**src/common/trap_defs.svh**
```systemverilog
// trap block parameters
// data width, machine CSR addresses, cause codes and pipeline opcode tags

`ifndef TRAP_DEFS_SVH
`define TRAP_DEFS_SVH

// data path width
`define TRAP_XLEN 64

// machine CSR addresses
`define TRAP_CSR_MSTATUS 12'h300
`define TRAP_CSR_MTVEC   12'h305
`define TRAP_CSR_MEPC    12'h341
`define TRAP_CSR_MCAUSE  12'h342

// mcause values
`define TRAP_CAUSE_ECALL_M 64'd11
`define TRAP_CAUSE_TIMER_M 64'h8000_0000_0000_0007  // interrupt bit + 7

// pipeline request tags, anything else is a timer interrupt
`define TRAP_OP_ECALL 8'h01
`define TRAP_OP_MRET  8'h02

// mode encodings for mstatus.MPP
`define TRAP_MODE_U 2'b00
`define TRAP_MODE_M 2'b11

`endif

```
**src/common/trap_pkg.sv**
```systemverilog
// trap block types
// trap kind and the two views of the mstatus word

`default_nettype none

`include "trap_defs.svh"

package trap_pkg;

  // what the sequencer is handling
  typedef enum logic [1:0] {
    kind_none  = 2'd0,
    kind_ecall = 2'd1,
    kind_timer = 2'd2,
    kind_mret  = 2'd3
  } trap_kind_e;

  // mstatus bit layout, only mpp/mpie/mie are implemented
  typedef struct packed {
    logic [`TRAP_XLEN-1:13] rsvd_hi;
    logic [1:0]             mpp;       // 12..11
    logic [2:0]             rsvd_10_8;
    logic                   mpie;      // 7
    logic [2:0]             rsvd_6_4;
    logic                   mie;       // 3
    logic [2:0]             rsvd_2_0;
  } mstatus_fields_t;

  // raw word or decoded fields
  typedef union packed {
    logic [`TRAP_XLEN-1:0] raw;
    mstatus_fields_t       f;
  } mstatus_t;

endpackage

`default_nettype wire

```
**src/common/csr_access_if.sv**
```systemverilog
// CSR access port between the trap sequencer and the CSR file
// one access at a time, read data comes back a cycle later

`timescale 1ns/10ps
`default_nettype none

`include "trap_defs.svh"

interface csr_access_if;

  logic [11:0]           addr;
  logic                  ren;    // never together with wen
  logic                  wen;
  logic [`TRAP_XLEN-1:0] wdata;
  logic [`TRAP_XLEN-1:0] rdata;  // registered in the CSR file

  modport master (
    output addr, ren, wen, wdata,
    input  rdata
  );

  modport slave (
    input  addr, ren, wen, wdata,
    output rdata
  );

endinterface

`default_nettype wire

```
**src/trap_ctrl/trap_sequencer.sv**
```systemverilog
// trap sequencer
// walks the CSR accesses for ecall/timer entry and mret, then holds the redirect

`timescale 1ns/10ps
`default_nettype none

`include "trap_defs.svh"

module trap_sequencer (
  input  wire                        clk,
  input  wire                        rst,
  input  wire                        i_ena,
  input  wire  [7:0]                 i_opcode,
  input  wire  [`TRAP_XLEN-1:0]      i_pc,
  input  wire                        i_ack,
  output logic                       o_redirect,
  output logic [`TRAP_XLEN-1:0]      o_target,
  csr_access_if.master               csr
);

  // one state per CSR access, plus idle and the redirect wait
  typedef enum logic [2:0] {
    st_idle       = 3'd0,
    st_wr_mepc    = 3'd1,
    st_wr_mcause  = 3'd2,
    st_rd_mtvec   = 3'd3,
    st_rd_mstatus = 3'd4,
    st_rd_mepc    = 3'd5,
    st_wr_mstatus = 3'd6,
    st_resp       = 3'd7
  } state_e;

  state_e                 state;
  state_e                 next_access;
  logic                   phase;        // 0 issue, 1 capture/release
  trap_pkg::trap_kind_e   req_kind;
  trap_pkg::trap_kind_e   kind_q;
  logic [`TRAP_XLEN-1:0]  pc_q;
  logic [`TRAP_XLEN-1:0]  cause_q;
  logic [`TRAP_XLEN-1:0]  target_q;     // mtvec on entry, mepc on return
  trap_pkg::mstatus_t     mstatus_q;
  trap_pkg::mstatus_t     mstatus_new;

  // decode the request tag
  always_comb begin
    case (i_opcode)
      `TRAP_OP_ECALL: req_kind = trap_pkg::kind_ecall;
      `TRAP_OP_MRET:  req_kind = trap_pkg::kind_mret;
      default:        req_kind = trap_pkg::kind_timer;
    endcase
  end

  // access order
  always_comb begin
    case (state)
      st_wr_mepc:    next_access = st_wr_mcause;
      st_wr_mcause:  next_access = st_rd_mtvec;
      st_rd_mtvec:   next_access = st_rd_mstatus;
      st_rd_mstatus: next_access = (kind_q == trap_pkg::kind_mret) ? st_rd_mepc : st_wr_mstatus;
      st_rd_mepc:    next_access = st_wr_mstatus;
      st_wr_mstatus: next_access = st_resp;
      default:       next_access = st_idle;
    endcase
  end

  // new mstatus from the saved copy
  always_comb begin
    mstatus_new = mstatus_q;
    if (kind_q == trap_pkg::kind_mret) begin
      mstatus_new.f.mie  = mstatus_q.f.mpie;
      mstatus_new.f.mpie = 1'b1;
      mstatus_new.f.mpp  = `TRAP_MODE_U;
    end else begin
      mstatus_new.f.mpp  = `TRAP_MODE_M;
      mstatus_new.f.mpie = mstatus_q.f.mie;
      mstatus_new.f.mie  = 1'b0;
    end
  end

  // bus drive, strobes only in the issue phase
  always_comb begin
    csr.addr  = '0;
    csr.ren   = 1'b0;
    csr.wen   = 1'b0;
    csr.wdata = '0;
    case (state)
      st_wr_mepc: begin
        csr.addr  = `TRAP_CSR_MEPC;
        csr.wen   = ~phase;
        csr.wdata = pc_q;
      end
      st_wr_mcause: begin
        csr.addr  = `TRAP_CSR_MCAUSE;
        csr.wen   = ~phase;
        csr.wdata = cause_q;
      end
      st_rd_mtvec: begin
        csr.addr = `TRAP_CSR_MTVEC;
        csr.ren  = ~phase;
      end
      st_rd_mstatus: begin
        csr.addr = `TRAP_CSR_MSTATUS;
        csr.ren  = ~phase;
      end
      st_rd_mepc: begin
        csr.addr = `TRAP_CSR_MEPC;
        csr.ren  = ~phase;
      end
      st_wr_mstatus: begin
        csr.addr  = `TRAP_CSR_MSTATUS;
        csr.wen   = ~phase;
        csr.wdata = mstatus_new.raw;
      end
      default: ;
    endcase
  end

  // control state
  always_ff @(posedge clk) begin
    if (rst) begin
      state      <= st_idle;
      phase      <= 1'b0;
      kind_q     <= trap_pkg::kind_none;
      o_redirect <= 1'b0;
      o_target   <= '0;
    end else begin
      case (state)
        st_idle: begin
          if (i_ena) begin
            kind_q <= req_kind;
            phase  <= 1'b0;
            state  <= (req_kind == trap_pkg::kind_mret) ? st_rd_mstatus : st_wr_mepc;
          end
        end
        st_resp: begin
          if (!o_redirect) begin
            o_redirect <= 1'b1;
            o_target   <= target_q;
          end else if (i_ack) begin
            o_redirect <= 1'b0;  // handshake done
            state      <= st_idle;
          end
        end
        default: begin
          phase <= ~phase;
          if (phase) begin
            state <= next_access;
          end
        end
      endcase
    end
  end

  // request payload and read captures
  always_ff @(posedge clk) begin
    if (state == st_idle && i_ena) begin
      pc_q    <= i_pc;
      cause_q <= (req_kind == trap_pkg::kind_ecall) ? `TRAP_CAUSE_ECALL_M : `TRAP_CAUSE_TIMER_M;
    end
    if (phase) begin
      case (state)
        st_rd_mtvec:   target_q      <= csr.rdata;
        st_rd_mepc:    target_q      <= csr.rdata;
        st_rd_mstatus: mstatus_q.raw <= csr.rdata;
        default: ;
      endcase
    end
  end

endmodule

`default_nettype wire

```
**src/csr_file/machine_csr_file.sv**
```systemverilog
// machine CSR file
// mstatus/mepc/mcause/mtvec with a trap port and a pipeline port

`timescale 1ns/10ps
`default_nettype none

`include "trap_defs.svh"

module machine_csr_file (
  input  wire                        clk,
  input  wire                        rst,
  csr_access_if.slave                trap,
  input  wire  [11:0]                i_csr_addr,
  input  wire                        i_csr_wen,
  input  wire  [`TRAP_XLEN-1:0]      i_csr_wdata,
  output logic [`TRAP_XLEN-1:0]      o_csr_rdata,
  output logic                       o_mie
);

  trap_pkg::mstatus_t    mstatus_q;
  logic [`TRAP_XLEN-1:0] mepc_q;
  logic [`TRAP_XLEN-1:0] mcause_q;
  logic [`TRAP_XLEN-1:0] mtvec_q;

  logic                  wr_en;
  logic [11:0]           wr_addr;
  logic [`TRAP_XLEN-1:0] wr_data;
  trap_pkg::mstatus_t    mstatus_in;
  trap_pkg::mstatus_t    mstatus_wr;

  // shared address decode for both read ports
  function automatic logic [`TRAP_XLEN-1:0] csr_read(input logic [11:0] addr);
    case (addr)
      `TRAP_CSR_MSTATUS: csr_read = mstatus_q.raw;
      `TRAP_CSR_MEPC:    csr_read = mepc_q;
      `TRAP_CSR_MCAUSE:  csr_read = mcause_q;
      `TRAP_CSR_MTVEC:   csr_read = mtvec_q;
      default:           csr_read = '0;
    endcase
  endfunction

  // trap port wins the write slot
  always_comb begin
    wr_en   = trap.wen | i_csr_wen;
    wr_addr = trap.wen ? trap.addr : i_csr_addr;
    wr_data = trap.wen ? trap.wdata : i_csr_wdata;

    // WARL, keep mpp/mpie/mie only
    mstatus_in.raw     = wr_data;
    mstatus_wr.raw     = '0;
    mstatus_wr.f.mpp   = mstatus_in.f.mpp;
    mstatus_wr.f.mpie  = mstatus_in.f.mpie;
    mstatus_wr.f.mie   = mstatus_in.f.mie;
  end

  always_ff @(posedge clk) begin
    if (rst) begin
      mstatus_q.raw <= '0;
      mepc_q        <= '0;
      mcause_q      <= '0;
      mtvec_q       <= '0;
    end else if (wr_en) begin
      case (wr_addr)
        `TRAP_CSR_MSTATUS: mstatus_q <= mstatus_wr;
        `TRAP_CSR_MEPC:    mepc_q    <= {wr_data[`TRAP_XLEN-1:2], 2'b00};
        `TRAP_CSR_MCAUSE:  mcause_q  <= wr_data;
        `TRAP_CSR_MTVEC:   mtvec_q   <= {wr_data[`TRAP_XLEN-1:2], 2'b00};  // direct mode only
        default: ;
      endcase
    end
  end

  // registered trap read
  always_ff @(posedge clk) begin
    if (trap.ren) begin
      trap.rdata <= csr_read(trap.addr);
    end
  end

  always_comb begin
    o_csr_rdata = csr_read(i_csr_addr);  // pipeline reads are combinational
  end

  assign o_mie = mstatus_q.f.mie;

endmodule

`default_nettype wire

```
**src/design/trap_subsystem.sv**
```systemverilog
// trap subsystem top level
// sequencer and machine CSR file joined by the CSR access interface

`timescale 1ns/10ps
`default_nettype none

`include "trap_defs.svh"

module trap_subsystem (
  input  wire                        clk,
  input  wire                        rst,
  // trap request from the pipeline
  input  wire                        i_ena,
  input  wire  [7:0]                 i_opcode,
  input  wire  [`TRAP_XLEN-1:0]      i_pc,
  // redirect handshake
  output wire                        o_redirect,
  output wire  [`TRAP_XLEN-1:0]      o_target,
  input  wire                        i_ack,
  // pipeline CSR port
  input  wire  [11:0]                i_csr_addr,
  input  wire                        i_csr_wen,
  input  wire  [`TRAP_XLEN-1:0]      i_csr_wdata,
  output wire  [`TRAP_XLEN-1:0]      o_csr_rdata,
  output wire                        o_mie
);

  csr_access_if u_csr_if ();

  trap_sequencer u_seq (
    .clk        (clk),
    .rst        (rst),
    .i_ena      (i_ena),
    .i_opcode   (i_opcode),
    .i_pc       (i_pc),
    .i_ack      (i_ack),
    .o_redirect (o_redirect),
    .o_target   (o_target),
    .csr        (u_csr_if.master)
  );

  machine_csr_file u_csr (
    .clk         (clk),
    .rst         (rst),
    .trap        (u_csr_if.slave),
    .i_csr_addr  (i_csr_addr),
    .i_csr_wen   (i_csr_wen),
    .i_csr_wdata (i_csr_wdata),
    .o_csr_rdata (o_csr_rdata),
    .o_mie       (o_mie)
  );

endmodule

`default_nettype wire

```
**config.mk**
```make
export PLATFORM = sky130hd
export DESIGN_NAME = trap_subsystem
export DESIGN_NICKNAME = d
export VERILOG_FILES = /design/src/common/trap_pkg.sv /design/src/common/csr_access_if.sv /design/src/trap_ctrl/trap_sequencer.sv /design/src/csr_file/machine_csr_file.sv /design/src/design/trap_subsystem.sv
export VERILOG_INCLUDE_DIRS = /design/src /design/src/common
export SDC_FILE = /design/constraint.sdc
export NUM_CORES = 1
export LEC_CHECK = 0
export ABC_AREA = 0
export BUFFER_PORTS_ARGS = -buffer_cell sky130_fd_sc_hd__buf_2
export CORE_MARGIN = 4
export CORE_UTILIZATION = 30
export CTS_BUF_LIST = sky130_fd_sc_hd__clkbuf_2
export DETAILED_ROUTE_END_ITERATION = 12
export GPL_ROUTABILITY_DRIVEN = 0
export REMOVE_ABC_BUFFERS = 1
export SYNTH_ARGS = -nofsm -noshare
export SYNTH_HDL_FRONTEND = slang
export SYNTH_HIERARCHICAL = 1
export SYNTH_SLANG_ARGS = --single-unit
```
**constraint.sdc**
```tcl
create_clock -name clk -period 7.25 [get_ports clk]
set_input_delay 1.0875 -clock clk [delete_from_list [all_inputs] [get_ports clk]]
set_output_delay 1.0875 -clock clk [all_outputs]
set_load 0.02 [all_outputs]
```
==> results of run 1 <==
## through the flow
step	power (mW)	TNS, ns	utilization	hold WS [ns]	area, um^2
finish	6.70	0	0.360	0.216	26300
global route	7.06	0	0.360	0.0441	26300
global placement	4.43	0	0.332	0.405	24300
CTS	6.81	0	0.360	0.00560	26300
floorplan	4.10	-917.29	-	0.400	21400
detailed placement	4.45	0	0.332	0.408	24300
## path summary, 6_finish.rpt
check,depth (start not counted),end,startpoint
max reg2reg,9,u_csr/mtvec_q[41]$_SDFFE_PP0P_,u_seq/state[1]$_SDFFE_PP0P_
min,4,u_seq/kind_q[0]$_SDFFE_PP0P_,i_opcode[3]
min reg2reg,0,u_seq/target_q[11]$_DFFE_PP_,u_csr/trap.rdata[11]$_DFFE_PP_
max,7,o_csr_rdata[61],i_csr_addr[5]
## cells by family after synthesis
kind of cell / Yosys count / synth area share
compound gates: 290 / 0.108
mux: 259 / 0.117
buf+inv: 161 / 0.0377
xor+xnor: 2 / 0.000791
other cells: 1 / 0.000169
flops: 519 / 0.584
simple gates: 584 / 0.152
## flip-flops by register name, summed over array words and instances (netlist names), 2 cells and up
name and cells:
u_csr/mcause_q 64, u_seq/pc_q 64, u_csr/mstatus_q 4, u_seq/state 3, u_seq/kind_q 2, u_csr/trap.rdata 64, u_seq/cause_q 2, u_seq/o_target 64
u_seq/mstatus_q 62, u_csr/mtvec_q 62, u_csr/mepc_q 62, u_seq/target_q 64
## worst max-delay path, cell delays in order
cell and delay, ns:
sky130_fd_sc_hd__buf_2 0.10, sky130_fd_sc_hd__or4_4 0.59, sky130_fd_sc_hd__nor4b_4 0.23, sky130_fd_sc_hd__buf_4 0.70, sky130_fd_sc_hd__and2_4 0.91, sky130_fd_sc_hd__a221o_1 0.29
sky130_fd_sc_hd__buf_2 0.17
## timing repair
| action | CTS | global route |
|---|---|---|
| hold buffers | 64 | 0 |
| endpoints found under the hold margin | 64 | 0 |
| setup buffers | 0 | 0 |
## per-layer routing
metal / track usage / vias up / wire [um]
met1: 0.217 / 8252 / 29700
li1: - / 7481 / -
met3: 0.0412 / 110 / 4620
met4: 0.0682 / 0 / 1690
met5: 0 / - / 0
met2: 0.306 / 642 / 35400
## cell usage after synthesis (3+ instances only)
cell type	instances	share of area
sky130_fd_sc_hd__and2_1	53	0.015
sky130_fd_sc_hd__buf_2	40	0.0090
sky130_fd_sc_hd__buf_8	3	0.0020
sky130_fd_sc_hd__o211ai_1	3	0.0010
sky130_fd_sc_hd__a222oi_1	4	0.0018
sky130_fd_sc_hd__a21oi_1	73	0.016
sky130_fd_sc_hd__clkbuf_1	82	0.014
sky130_fd_sc_hd__o21ai_0	8	0.0018
sky130_fd_sc_hd__dfxtp_1	263	0.24
sky130_fd_sc_hd__and4_1	5	0.0020
sky130_fd_sc_hd__nor3_1	6	0.0014
sky130_fd_sc_hd__nor4_1	3	0.00085
sky130_fd_sc_hd__buf_4	12	0.0041
sky130_fd_sc_hd__a22o_1	69	0.027
sky130_fd_sc_hd__nand2b_1	196	0.055
sky130_fd_sc_hd__or2_2	64	0.018
sky130_fd_sc_hd__mux2_2	4	0.0020
sky130_fd_sc_hd__a22oi_1	3	0.0010
sky130_fd_sc_hd__buf_6	13	0.0066
sky130_fd_sc_hd__nand2_1	135	0.023
sky130_fd_sc_hd__mux2i_1	255	0.12
sky130_fd_sc_hd__nor2_1	16	0.0027
sky130_fd_sc_hd__inv_1	7	0.0012
sky130_fd_sc_hd__nor2b_1	12	0.0034
sky130_fd_sc_hd__clkbuf_2	4	0.00090
sky130_fd_sc_hd__a221o_1	120	0.054
sky130_fd_sc_hd__edfxtp_1	256	0.35
sky130_fd_sc_hd__and3_1	73	0.021
## power groups by stage
stage | clock (mW) | combinational (mW) | sequential (mW)
after floorplan | 0 | 0.657 | 3.45
after global placement | 0 | 0.959 | 3.47
after detailed placement | 0 | 0.971 | 3.47
after CTS | 2.40 | 1.01 | 3.41
after global routing | 2.56 | 1.07 | 3.43
final | 2.30 | 0.994 | 3.41
## cell usage in the layout, fill, tap and decap left out, types with 8 or more instances in the layout
cell type,Yosys,layout
sky130_fd_sc_hd__edfxtp_1,256,256
sky130_fd_sc_hd__clkinv_1,0,15
sky130_fd_sc_hd__nand2b_1,196,196
sky130_fd_sc_hd__a221o_1,120,120
sky130_fd_sc_hd__buf_4,12,16
sky130_fd_sc_hd__a22o_1,69,69
sky130_fd_sc_hd__nor2_1,16,13
sky130_fd_sc_hd__nor2b_1,12,11
sky130_fd_sc_hd__clkbuf_2,4,238
sky130_fd_sc_hd__and2_1,53,49
sky130_fd_sc_hd__dlygate4sd3_1,0,64
sky130_fd_sc_hd__buf_2,40,281
sky130_fd_sc_hd__mux2i_1,255,255
sky130_fd_sc_hd__a21oi_1,73,73
sky130_fd_sc_hd__o21ai_0,8,8
sky130_fd_sc_hd__and3_1,73,72
sky130_fd_sc_hd__dfxtp_1,263,263
sky130_fd_sc_hd__nand2_1,135,135
sky130_fd_sc_hd__or2_2,64,63
## area by class of cell
class	count	area, um^2	share of cell area
clock buffer	238	1190	0.0452
tap	959	1200	0.0455
clock inverter	32	253	0.00959
sequential	519	13000	0.492
antenna	1	2.50	0.0000950
multi-input combinational	1141	8480	0.322
timing repair buffer	365	2240	0.0851
inverter	7	26.3	0.000997
==> results by group, run 1 <==
Critical path
  – Endpoint type of the worst setup path: output pin
  – Max FO, Critical Path: 65
  – Crit path required time: 6.16 ns
  – Crit path arrival time: 4.18 ns
  – Sort of element at the start of the critical path: input port
  – Type of the setup path with the least slack: input port to output pin
  – FF-to-FF setup slack: 2.43 ns

Timing
  – Smallest setup slack after layout: 1.99 ns
  – Final clock period utilization by the worst path: 0.726
  – Relative max-transition margin: 0.101
  – Final number of max-transition violations: 0
  – Shortest period the worst path allows: 5.26 ns
  – Setup Skew: 0.0880 ns
  – RSZ-0062 raised after global routing: no
  – Hold Violations, Final: 0
  – Final setup vio count: 0
  – Pin slew with the least headroom to its limit: 1.35 ns
  – Max Freq: 0.190 GHz

Synth
  – Gate count of the mapped netlist: 1816
  – Netlist cell types: 55
  – Share of flip-flops with an asynchronous set or reset after synthesis: 0
  – Number of enable-type register cells in the synthesized netlist: 256
  – Synth Cell Area: 22200 um^2
  – Mean instance size in the synthesized netlist: 12.2 um^2
  – Sequential area share after synthesis: 0.584
  – Number of warnings issued by yosys: 6
  – Predominant post-synthesis flop cell: sky130_fd_sc_hd__dfxtp_1
  – Number of synthesized register bits: 519

Floorplan
  – Site Rows: 99
  – Width of the chip: 280 um
  – Number of I/O pins: 283
  – Die ar.: 78300 um^2
  – Starting density of the core: 0.303
  – Core Area: 73100 um^2
  – Die boundary height: 280 um

GRT
  – Global router's overall resource usage: 0.178
  – Wire length of the first global-routing pass: 106000 um
  – Maximum number of pins on one net before global-route repair: 195
  – Initial antenna violation count: 1
  – Number of global-route vias before repair: 17400
  – Total gr overflow: 0

Finish
  – Share of post-route cells with drive strength above 1: 0.282
  – Count of placed standard cells in the final layout, fillers left out: 3262
  – Area Overhead vs Synth: 18.9%
  – Final net count: 2334
  – Final-layout fill cell count: 7287

Drt
  – Overall via count from detail_route: 16500
  – Remaining design rule violation count: 0
  – Iter 0 DRT Violations: 1186
  – Routed Antenna Nets: 0
  – WL final: 71400 um
  – Via density per instance: 5.05
  – 1st-pass router iterations: 5
  – Final routed wire length divided by cell count: 21.9 um

Run status
  – Status: completed

Place
  – Detail Placement HPWL: 40900 um
  – Placed insts: 2927
  – Port Buffers: 282
  – Worst-case setup slack after placement: 2.04 ns

Clock tree
  – Buffer type at the clock tree root: sky130_fd_sc_hd__clkbuf_2
  – Clock transition at the registers of the reported paths: 0.11 ns
  – CTS max path bufs: 3
  – Later-pin clock latency in the skew report: 1.27 ns
  – Number of clock sinks seen by CTS: 519
  – Quantity of gates resized following cts: 0
  – Number of clock buffers inserted by TritonCTS: 147
  – Depth of the CTS H-tree: 4
  – CTS tree: built

Power
  – Pwr per Cell Area: 254 nW/um^2
  – Net Sw Power: 2.01 mW
  – Leakage power of the design: 11.5 nW
  – Power share of the combinational group: 0.148
  – Internal Dissipation: 4.70 mW
  – Clk pwr share: 0.343
  – Net switching fraction of the power: 0.299
  – Part of the total power dissipated in sequential elements: 0.509
  – VDD IR max: 0.129 mV

Run
  – Max-cap check violation count: 0

Worst hold path
  – Path type of the worst min-delay path: input port to flop
No activity file was read; power rests on OpenSTA's default activity.
==> run 2, diff against run 1 <==
--- a/config.mk
+++ b/config.mk
@@ -6,7 +6,7 @@
 export SDC_FILE = /design/constraint.sdc
 export NUM_CORES = 1
 export LEC_CHECK = 0
-export ABC_AREA = 0
+export ABC_AREA = 1
 export BUFFER_PORTS_ARGS = -buffer_cell sky130_fd_sc_hd__buf_2
 export CORE_MARGIN = 4
 export CORE_UTILIZATION = 30
==> constraint.sdc (replaced) <==
create_clock -name clk -period 4.3 [get_ports clk]
set_input_delay 0.645 -clock clk [delete_from_list [all_inputs] [get_ports clk]]
set_output_delay 0.645 -clock clk [all_outputs]
set_load 0.02 [all_outputs]
==> run 2 against run 1 <==
Effect of this change:
- synthesized cell count increased by 38%
- design area rose by 6.6%
- register-to-register slack got worse by 1.9 ns
- global-route usage increased by 1.9 points
- die area up 1.2%
- sequential power increased by 79%
- via count increased by 21%
- routed wire length is 11% higher
- count of clock-buffer cells in the layout unchanged
- largest cell class unchanged
==> results by group, run 2 <==
Finish
  – Most frequent standard cell in the layout excluding fill and tap cells: sky130_fd_sc_hd__nand2_1
  – Area Overhead vs Synth: 25.1%
  – Commonest cells after routing, fill and taps aside: 607 x sky130_fd_sc_hd__nand2_1, 541 x sky130_fd_sc_hd__nor2_1, 365 x sky130_fd_sc_hd__nand3_1, 282 x sky130_fd_sc_hd__buf_2, 262 x sky130_fd_sc_hd__dfxtp_1
  – Share of post-route cells with drive strength above 1: 0.200 (-0.0822)
  – Final net count: 3184 (+36%)

Clock tree
  – Number of clock sinks seen by CTS: 519 (unchanged)
  – Number of clock buffers inserted by TritonCTS: 145 (-1.4%)
  – CTS tree: built
  – Buffer type at the clock tree root: sky130_fd_sc_hd__clkbuf_2
  – Depth of the CTS H-tree: 4 (unchanged)
  – CTS max path bufs: 3 (unchanged)
  – Later-pin clock latency in the skew report: 1.27 ns (about the same)
  – Clock transition at the registers of the reported paths: 0.09 ns (-0.02 ns)

Drt
  – 1st-pass router iterations: 8 (+3)
  – Remaining design rule violation count: 0 (unchanged)
  – Routed Antenna Nets: 0 (unchanged)
  – Via density per instance: 4.85 (-4.0%)
  – Iter 0 DRT Violations: 1566 (+32%)
  – Final routed wire length divided by cell count: 19.2 um (-12%)
  – WL final: 79200 um (+11%)
  – Overall via count from detail_route: 20000 (+21%)

Synth
  – Largest area contributor in the synthesized netlist: sky130_fd_sc_hd__edfxtp_1
  – Gate count of the mapped netlist: 2500 (+38%)
  – Share of flip-flops with an asynchronous set or reset after synthesis: 0 (unchanged)
  – Synth Cell Area: 22400 um^2 (+1.2%)
  – Number of enable-type register cells in the synthesized netlist: 256 (unchanged)
  – Most used standard cell by instance count after synthesis: sky130_fd_sc_hd__nand2_1
  – Number of warnings issued by yosys: 6 (unchanged)
  – Netlist cell types: 37 (-33%)
  – Mean instance size in the synthesized netlist: 8.97 um^2 (-26%)
  – Largest cells by area after synthesis: sky130_fd_sc_hd__edfxtp_1 34%, sky130_fd_sc_hd__dfxtp_1 23%, sky130_fd_sc_hd__nand2_1 10%
  – Top cell type's share of synthesized area: 0.343 (-0.00426)
  – Sequential area share after synthesis: 0.577 (-0.00717)
  – List of most frequent post-synthesis cells: 607 x sky130_fd_sc_hd__nand2_1, 544 x sky130_fd_sc_hd__nor2_1, 365 x sky130_fd_sc_hd__nand3_1
  – Number of synthesized register bits: 519 (unchanged)
  – Predominant post-synthesis flop cell: sky130_fd_sc_hd__dfxtp_1

Power
  – VDD IR max: 0.375 mV (+190%)
  – Pwr per Cell Area: 458 nW/um^2 (+80%)
  – Leakage power of the design: 11.6 nW (+0.85%)

Critical path
  – Count of cells along the worst register-to-register path: 14 (+5)
  – Crit path required time: 3.65 ns (-2.51 ns)
  – Capture instance of the worst register-to-register path: u_csr/mcause_q[0]$_SDFFE_PP0P_
  – FF-to-FF setup slack: 0.57 ns (-1.86 ns)
  – Launch instance of the worst register-to-register path: u_seq/state[0]$_SDFFE_PP0P_
  – Endpoint type of the worst setup path: output pin
  – Sort of element at the start of the critical path: input port
  – Crit path arrival time: 3.32 ns (-0.86 ns)
  – Type of the setup path with the least slack: input port to output pin
  – Max FO, Critical Path: 50 (-23%)

Timing
  – RSZ-0062 raised after global routing: no
  – Relative max-transition margin: 0.239 (+0.138)
  – Smallest setup slack after layout: 0.332 ns (-1.65 ns)
  – Final number of max-transition violations: 0 (unchanged)
  – Final clock period utilization by the worst path: 0.923
  – Setup Skew: 0.0968 ns (+0.00885 ns)
  – Worst hold margin: 0.330 ns (+0.114 ns)
  – Final setup vio count: 0 (unchanged)
  – Hold Violations, Final: 0 (unchanged)
  – Shortest period the worst path allows: 3.97 ns
  – Pin slew with the least headroom to its limit: 1.14 ns (-0.204 ns)
  – Max Freq: 0.252 GHz

Place
  – Port Buffers: 282 (unchanged)
  – Worst-case setup slack after placement: 0.897 ns (-1.15 ns)
  – Detail Placement HPWL: 46200 um (+13%)

Worst hold path
  – WHS Path Cells: 6 (+2)
  – Launch instance of the worst min-delay path: i_csr_wdata[42]
  – End of the worst hold path: u_csr/mepc_q[42]$_SDFFE_PP0P_
  – Path type of the worst min-delay path: input port to flop

Run status
  – Status: completed

GRT
  – Wire length of the first global-routing pass: 118000 um (+12%)
  – Total gr overflow: 0 (unchanged)
  – Initial antenna violation count: 2 (+1)
  – Maximum number of pins on one net before global-route repair: 87 (-55%)
  – Number of global-route vias before repair: 19600 (+13%)
  – Global router's overall resource usage: 0.196 (+0.0188)

Run
  – Max-cap check violation count: 0 (unchanged)

Floorplan
  – Starting density of the core: 0.302 (-0.00135)
  – Die boundary height: 281 um (+0.60%)
  – Site Rows: 100 (+1.0%)
  – Die ar.: 79200 um^2 (+1.2%)
  – Width of the chip: 281 um (+0.60%)
  – Number of I/O pins: 283 (unchanged)
  – Core Area: 74300 um^2 (+1.7%)
## run 2: through the flow
step / instance area, um^2 / TNS, ns / util / power [mW] / std cells
final: 28100 / 0 / 0.378 / 12.9 / 4120
after floorplan: 21300 / -1474.33 / - / 7.89 / 2331
after detailed placement: 24500 / 0 / 0.330 / 8.99 / 3633
after global routing: 28100 / 0 / 0.378 / 13.5 / 4120
after CTS: 28100 / 0 / 0.378 / 13.0 / 4117
after global placement: 24500 / 0 / 0.330 / 8.97 / 3633
## run 2: what timing repair did
| action | CTS | global route |
|---|---|---|
| hold buffers | 220 | 0 |
| resized for setup | 0 | 0 |
| endpoints found under the setup margin | 0 | 0 |
| hold endpoints to repair | 311 | 0 |
| setup buffers | 0 | 0 |
## run 2: kinds of logic after synthesis
logic type / synth area share
other: 0.000167
muxes: 0.0286
AOI/OAI and AO/OA: 0.0433
buffers and inverters: 0.0584
and+or+nand+nor: 0.292
DFF: 0.577
## run 2: how the worst max path moves through the flow
stage	startpoint	end	slack, ns	depth (start not counted)
6_report	i_csr_addr[4]	o_csr_rdata[49]	0.33	11
5_1_grt	i_csr_addr[4]	o_csr_rdata[56]	0.16	11
4_1_cts	i_csr_addr[4]	o_csr_rdata[14]	0.37	11
3_5_place_dp	i_csr_addr[5]	o_csr_rdata[14]	0.90	10
3_3_place_gp	i_csr_addr[5]	o_csr_rdata[58]	0.92	10
2_1_floorplan	u_seq/state[2]$_SDFFE_PP0P_	u_csr/mstatus_q[11]$_SDFFE_PP0P_	-6.40	10
## run 2: routing by layer
| metal | global-route usage | up-vias | routed length (um) |
|---|---|---|---|
| met2 | 0.320 | 934 | 36900 |
| met4 | 0.0812 | 0 | 2450 |
| met5 | 0 | - | 0 |
| li1 | - | 9521 | - |
| met1 | 0.251 | 9366 | 33000 |
| met3 | 0.0487 | 165 | 6790 |
## run 2: where the power goes
part	internal, mW	switching, mW	total, mW
clock network	1.56	2.20	3.76
logic	0.881	2.12	3.00
registers	5.83	0.261	6.09
total	8.27	4.58	12.9
## run 2: final cells by class
cell class | instances | area, um^2
Fill cell | 7636 | 46200
Sequential cell | 519 | 13000
Multi-Input combinational cell | 1769 | 8260
Timing Repair Buffer | 553 | 4120
Tap cell | 969 | 1210
Clock buffer | 238 | 1190
Inverter | 43 | 168
Clock inverter | 26 | 166
Antenna cell | 3 | 7.51
## run 2: worst max-delay path, cell delays in order
cell	delay, ns
sky130_fd_sc_hd__dlygate4sd3_1	0.54
sky130_fd_sc_hd__buf_2	0.13
sky130_fd_sc_hd__nor2_1	0.15
sky130_fd_sc_hd__nand3_1	0.18
sky130_fd_sc_hd__nor3_1	0.49
sky130_fd_sc_hd__nand2_1	0.21
sky130_fd_sc_hd__inv_2	0.24
sky130_fd_sc_hd__buf_12	0.31
sky130_fd_sc_hd__nand2_1	0.10
sky130_fd_sc_hd__nand3_1	0.10
sky130_fd_sc_hd__buf_2	0.17
==> run 3, diff against run 2 <==
--- a/config.mk
+++ b/config.mk
@@ -8,11 +8,11 @@
 export LEC_CHECK = 0
 export ABC_AREA = 1
 export BUFFER_PORTS_ARGS = -buffer_cell sky130_fd_sc_hd__buf_2
-export CORE_MARGIN = 4
 export CORE_UTILIZATION = 30
 export CTS_BUF_LIST = sky130_fd_sc_hd__clkbuf_2
 export DETAILED_ROUTE_END_ITERATION = 12
 export GPL_ROUTABILITY_DRIVEN = 0
+export HOLD_SLACK_MARGIN = 0.05
 export REMOVE_ABC_BUFFERS = 1
 export SYNTH_ARGS = -nofsm -noshare
 export SYNTH_HDL_FRONTEND = slang
==> run 3 against run 2 <==
Effect of this change:
- setup slack got worse by 0.16 ns
- routed wire length decreased by 1.4%
- non-clock buffer count increased by 5
- combinational power about the same
- clock power decreased by 2%
- utilization increased by 0.45 points
- register-to-register slack got worse by 0.33 ns
==> results by group, run 3 (synthesis results as in run 2) <==
GRT
  – Maximum number of pins on one net before global-route repair: 88 (+1.1%)
  – Global router's overall resource usage: 0.201 (+0.00505)
  – Wire length of the first global-routing pass: 115000 um (-2.9%)
  – Total gr overflow: 0 (unchanged)
  – Initial antenna violation count: 3 (+1)
  – Number of global-route vias before repair: 19300 (-1.8%)

Floorplan
  – Site Rows: 99 (-1.0%)
  – Die boundary height: 275 um (-2.1%)
  – Width of the chip: 275 um (-2.1%)
  – Number of I/O pins: 283 (unchanged)
  – Die ar.: 75900 um^2 (-4.2%)
  – Core Area: 73500 um^2 (-1.2%)
  – Starting density of the core: 0.305 (+0.00356)

Clock tree
  – Post-CTS setup buffers: 0 (unchanged)
  – Number of clock buffers inserted by TritonCTS: 143 (-1.4%)
  – CTS max path bufs: 3 (unchanged)
  – CTS tree: built
  – Number of clock sinks seen by CTS: 519 (unchanged)
  – Buffer type at the clock tree root: sky130_fd_sc_hd__clkbuf_2
  – Clock transition at the registers of the reported paths: 0.07 ns (-0.02 ns)
  – Depth of the CTS H-tree: 4 (unchanged)
  – Later-pin clock latency in the skew report: 1.27 ns (about the same)

Critical path
  – FF-to-FF setup slack: 0.24 ns (-0.33 ns)
  – Capture instance of the worst register-to-register path: u_csr/mepc_q[37]$_SDFFE_PP0P_
  – Crit path required time: 3.65 ns (about the same)
  – Endpoint type of the worst setup path: output pin
  – Crit path arrival time: 3.48 ns (+0.16 ns)
  – Launch instance of the worst register-to-register path: u_seq/state[1]$_SDFFE_PP0P_
  – Type of the setup path with the least slack: input port to output pin
  – Count of cells along the worst register-to-register path: 12 (-2)
  – Max FO, Critical Path: 29 (-42%)
  – Sort of element at the start of the critical path: input port

Drt
  – 1st-pass router iterations: 6 (-2)
  – Final routed wire length divided by cell count: 19.0 um (-1.2%)
  – WL final: 78000 um (-1.4%)
  – Routed Antenna Nets: 0 (unchanged)
  – Remaining design rule violation count: 0 (unchanged)
  – Iter 0 DRT Violations: 1582 (+1.0%)
  – Via density per instance: 4.85 (about the same)
  – Overall via count from detail_route: 20000 (-0.16%)

Timing
  – Final setup vio count: 0 (unchanged)
  – Final clock period utilization by the worst path: 0.959 (+0.0365)
  – Aggregate negative setup slack: 0 ns (unchanged)
  – Relative max-transition margin: 0.274 (+0.0347)
  – RSZ-0062 raised after global routing: no
  – Setup Skew: 0.0736 ns (-0.0232 ns)
  – Shortest period the worst path allows: 4.12 ns (+0.157 ns)
  – Max Freq: 0.242 GHz (-3.8%)
  – Hold Violations, Final: 0 (unchanged)
  – Pin slew with the least headroom to its limit: 1.09 ns (-0.0521 ns)
  – Final number of max-transition violations: 0 (unchanged)
  – Worst hold margin: 0.296 ns (-0.0342 ns)

Place
  – Port Buffers: 282 (unchanged)
  – Total placed instance area: 24500 um^2 (-0.21%)
  – Detail Placement HPWL: 46100 um (-0.23%)

Finish
  – Most frequent standard cell in the layout excluding fill and tap cells: sky130_fd_sc_hd__nand2_1
  – Final-layout fill cell count: 7443 (-2.5%)
  – Share of post-route cells with drive strength above 1: 0.196 (-0.00425)
  – Final net count: 3188 (+0.13%)
  – Cell area after layout: 28100 um^2 (about the same)
  – Area Overhead vs Synth: 25.2% (about the same)
  – Commonest cells after routing, fill and taps aside: 607 x sky130_fd_sc_hd__nand2_1, 541 x sky130_fd_sc_hd__nor2_1, 365 x sky130_fd_sc_hd__nand3_1, 282 x sky130_fd_sc_hd__buf_2, 262 x sky130_fd_sc_hd__dfxtp_1
  – Final core area utilization: 0.382 (+0.00453)

Power
  – VDD IR max: 0.249 mV (-34%)
  – Leakage power of the design: 11.6 nW (-0.18%)
  – PnR Total Power: 12.8 mW (-0.65%)
  – Pwr per Cell Area: 455 nW/um^2 (-0.67%)

Worst hold path
  – Launch instance of the worst min-delay path: rst
  – End of the worst hold path: u_seq/o_redirect$_SDFFE_PP0N_
  – Path type of the worst min-delay path: input port to flop
  – WHS Path Cells: 3 (-3)

Run status
  – Status: completed

Run
  – Max-cap check violation count: 0 (unchanged)
==> run 3: through the flow <==
step / setup WS [ns] / instances
after floorplan: -6.40 / 2331
after global placement: 0.792 / 3622
after detailed placement: 0.772 / 3622
after CTS: 0.240 / 4108
after global routing: 0.0321 / 4110
final: 0.175 / 4111
==> run 3: critical path, cell delays in order <==
cell	delay (ns)
sky130_fd_sc_hd__dlygate4sd3_1	0.56
sky130_fd_sc_hd__buf_2	0.12
sky130_fd_sc_hd__nor2_1	0.16
sky130_fd_sc_hd__nand3_1	0.20
sky130_fd_sc_hd__nor3_1	0.51
sky130_fd_sc_hd__nand2_1	0.27
sky130_fd_sc_hd__inv_2	0.12
sky130_fd_sc_hd__buf_4	0.39
sky130_fd_sc_hd__nand2_1	0.10
sky130_fd_sc_hd__nand3_1	0.17
sky130_fd_sc_hd__buf_2	0.19
==> run 3: routing by layer <==
metal	global-route usage	routed length (um)
met1	0.255	33400
met2	0.336	37400
met3	0.0441	5700
met4	0.0730	1530
met5	0	18
==> run 3: worst max-delay path by stage <==
| stage | startpoint | end | slack (ns) | depth (start not counted) |
|---|---|---|---|---|
| after floorplan | u_seq/state[2]$_SDFFE_PP0P_ | u_csr/mstatus_q[11]$_SDFFE_PP0P_ | -6.40 | 10 |
| after global placement | i_csr_addr[5] | o_csr_rdata[50] | 0.79 | 9 |
| after detailed placement | i_csr_addr[5] | o_csr_rdata[21] | 0.77 | 9 |
| after CTS | i_csr_addr[4] | o_csr_rdata[5] | 0.24 | 10 |
| after global routing | i_csr_addr[4] | o_csr_rdata[8] | 0.03 | 11 |
| final | i_csr_addr[4] | o_csr_rdata[8] | 0.18 | 11 |
==> run 3: where the power goes <==
| group | leakage [nW] | internal, mW | total (mW) | switching, mW |
|---|---|---|---|---|
| logic | 6.06 | 0.890 | 3.03 | 2.14 |
| clock network | 1.03 | 1.53 | 3.68 | 2.16 |
| registers | 4.49 | 5.84 | 6.06 | 0.224 |
==> run 3: cell type report <==
type / instances / area (um^2) / area share
antenna: 2 / 5.00 / 0.000178
timing repair buffer: 558 / 4140 / 0.147
sequential: 519 / 13000 / 0.461
multi-input combinational: 1770 / 8270 / 0.295
clock buffer: 217 / 1090 / 0.0387
inverter: 43 / 168 / 0.00597
tap: 959 / 1200 / 0.0427
clock inverter: 43 / 259 / 0.00922
==> run 3: repair_timing <==
item / in CTS / in global routing
gates resized for setup: 0 / 1
endpoints found under the hold margin: 301 / 0
setup endpoints to repair: 0 / 26
hold buffers: 226 / 0
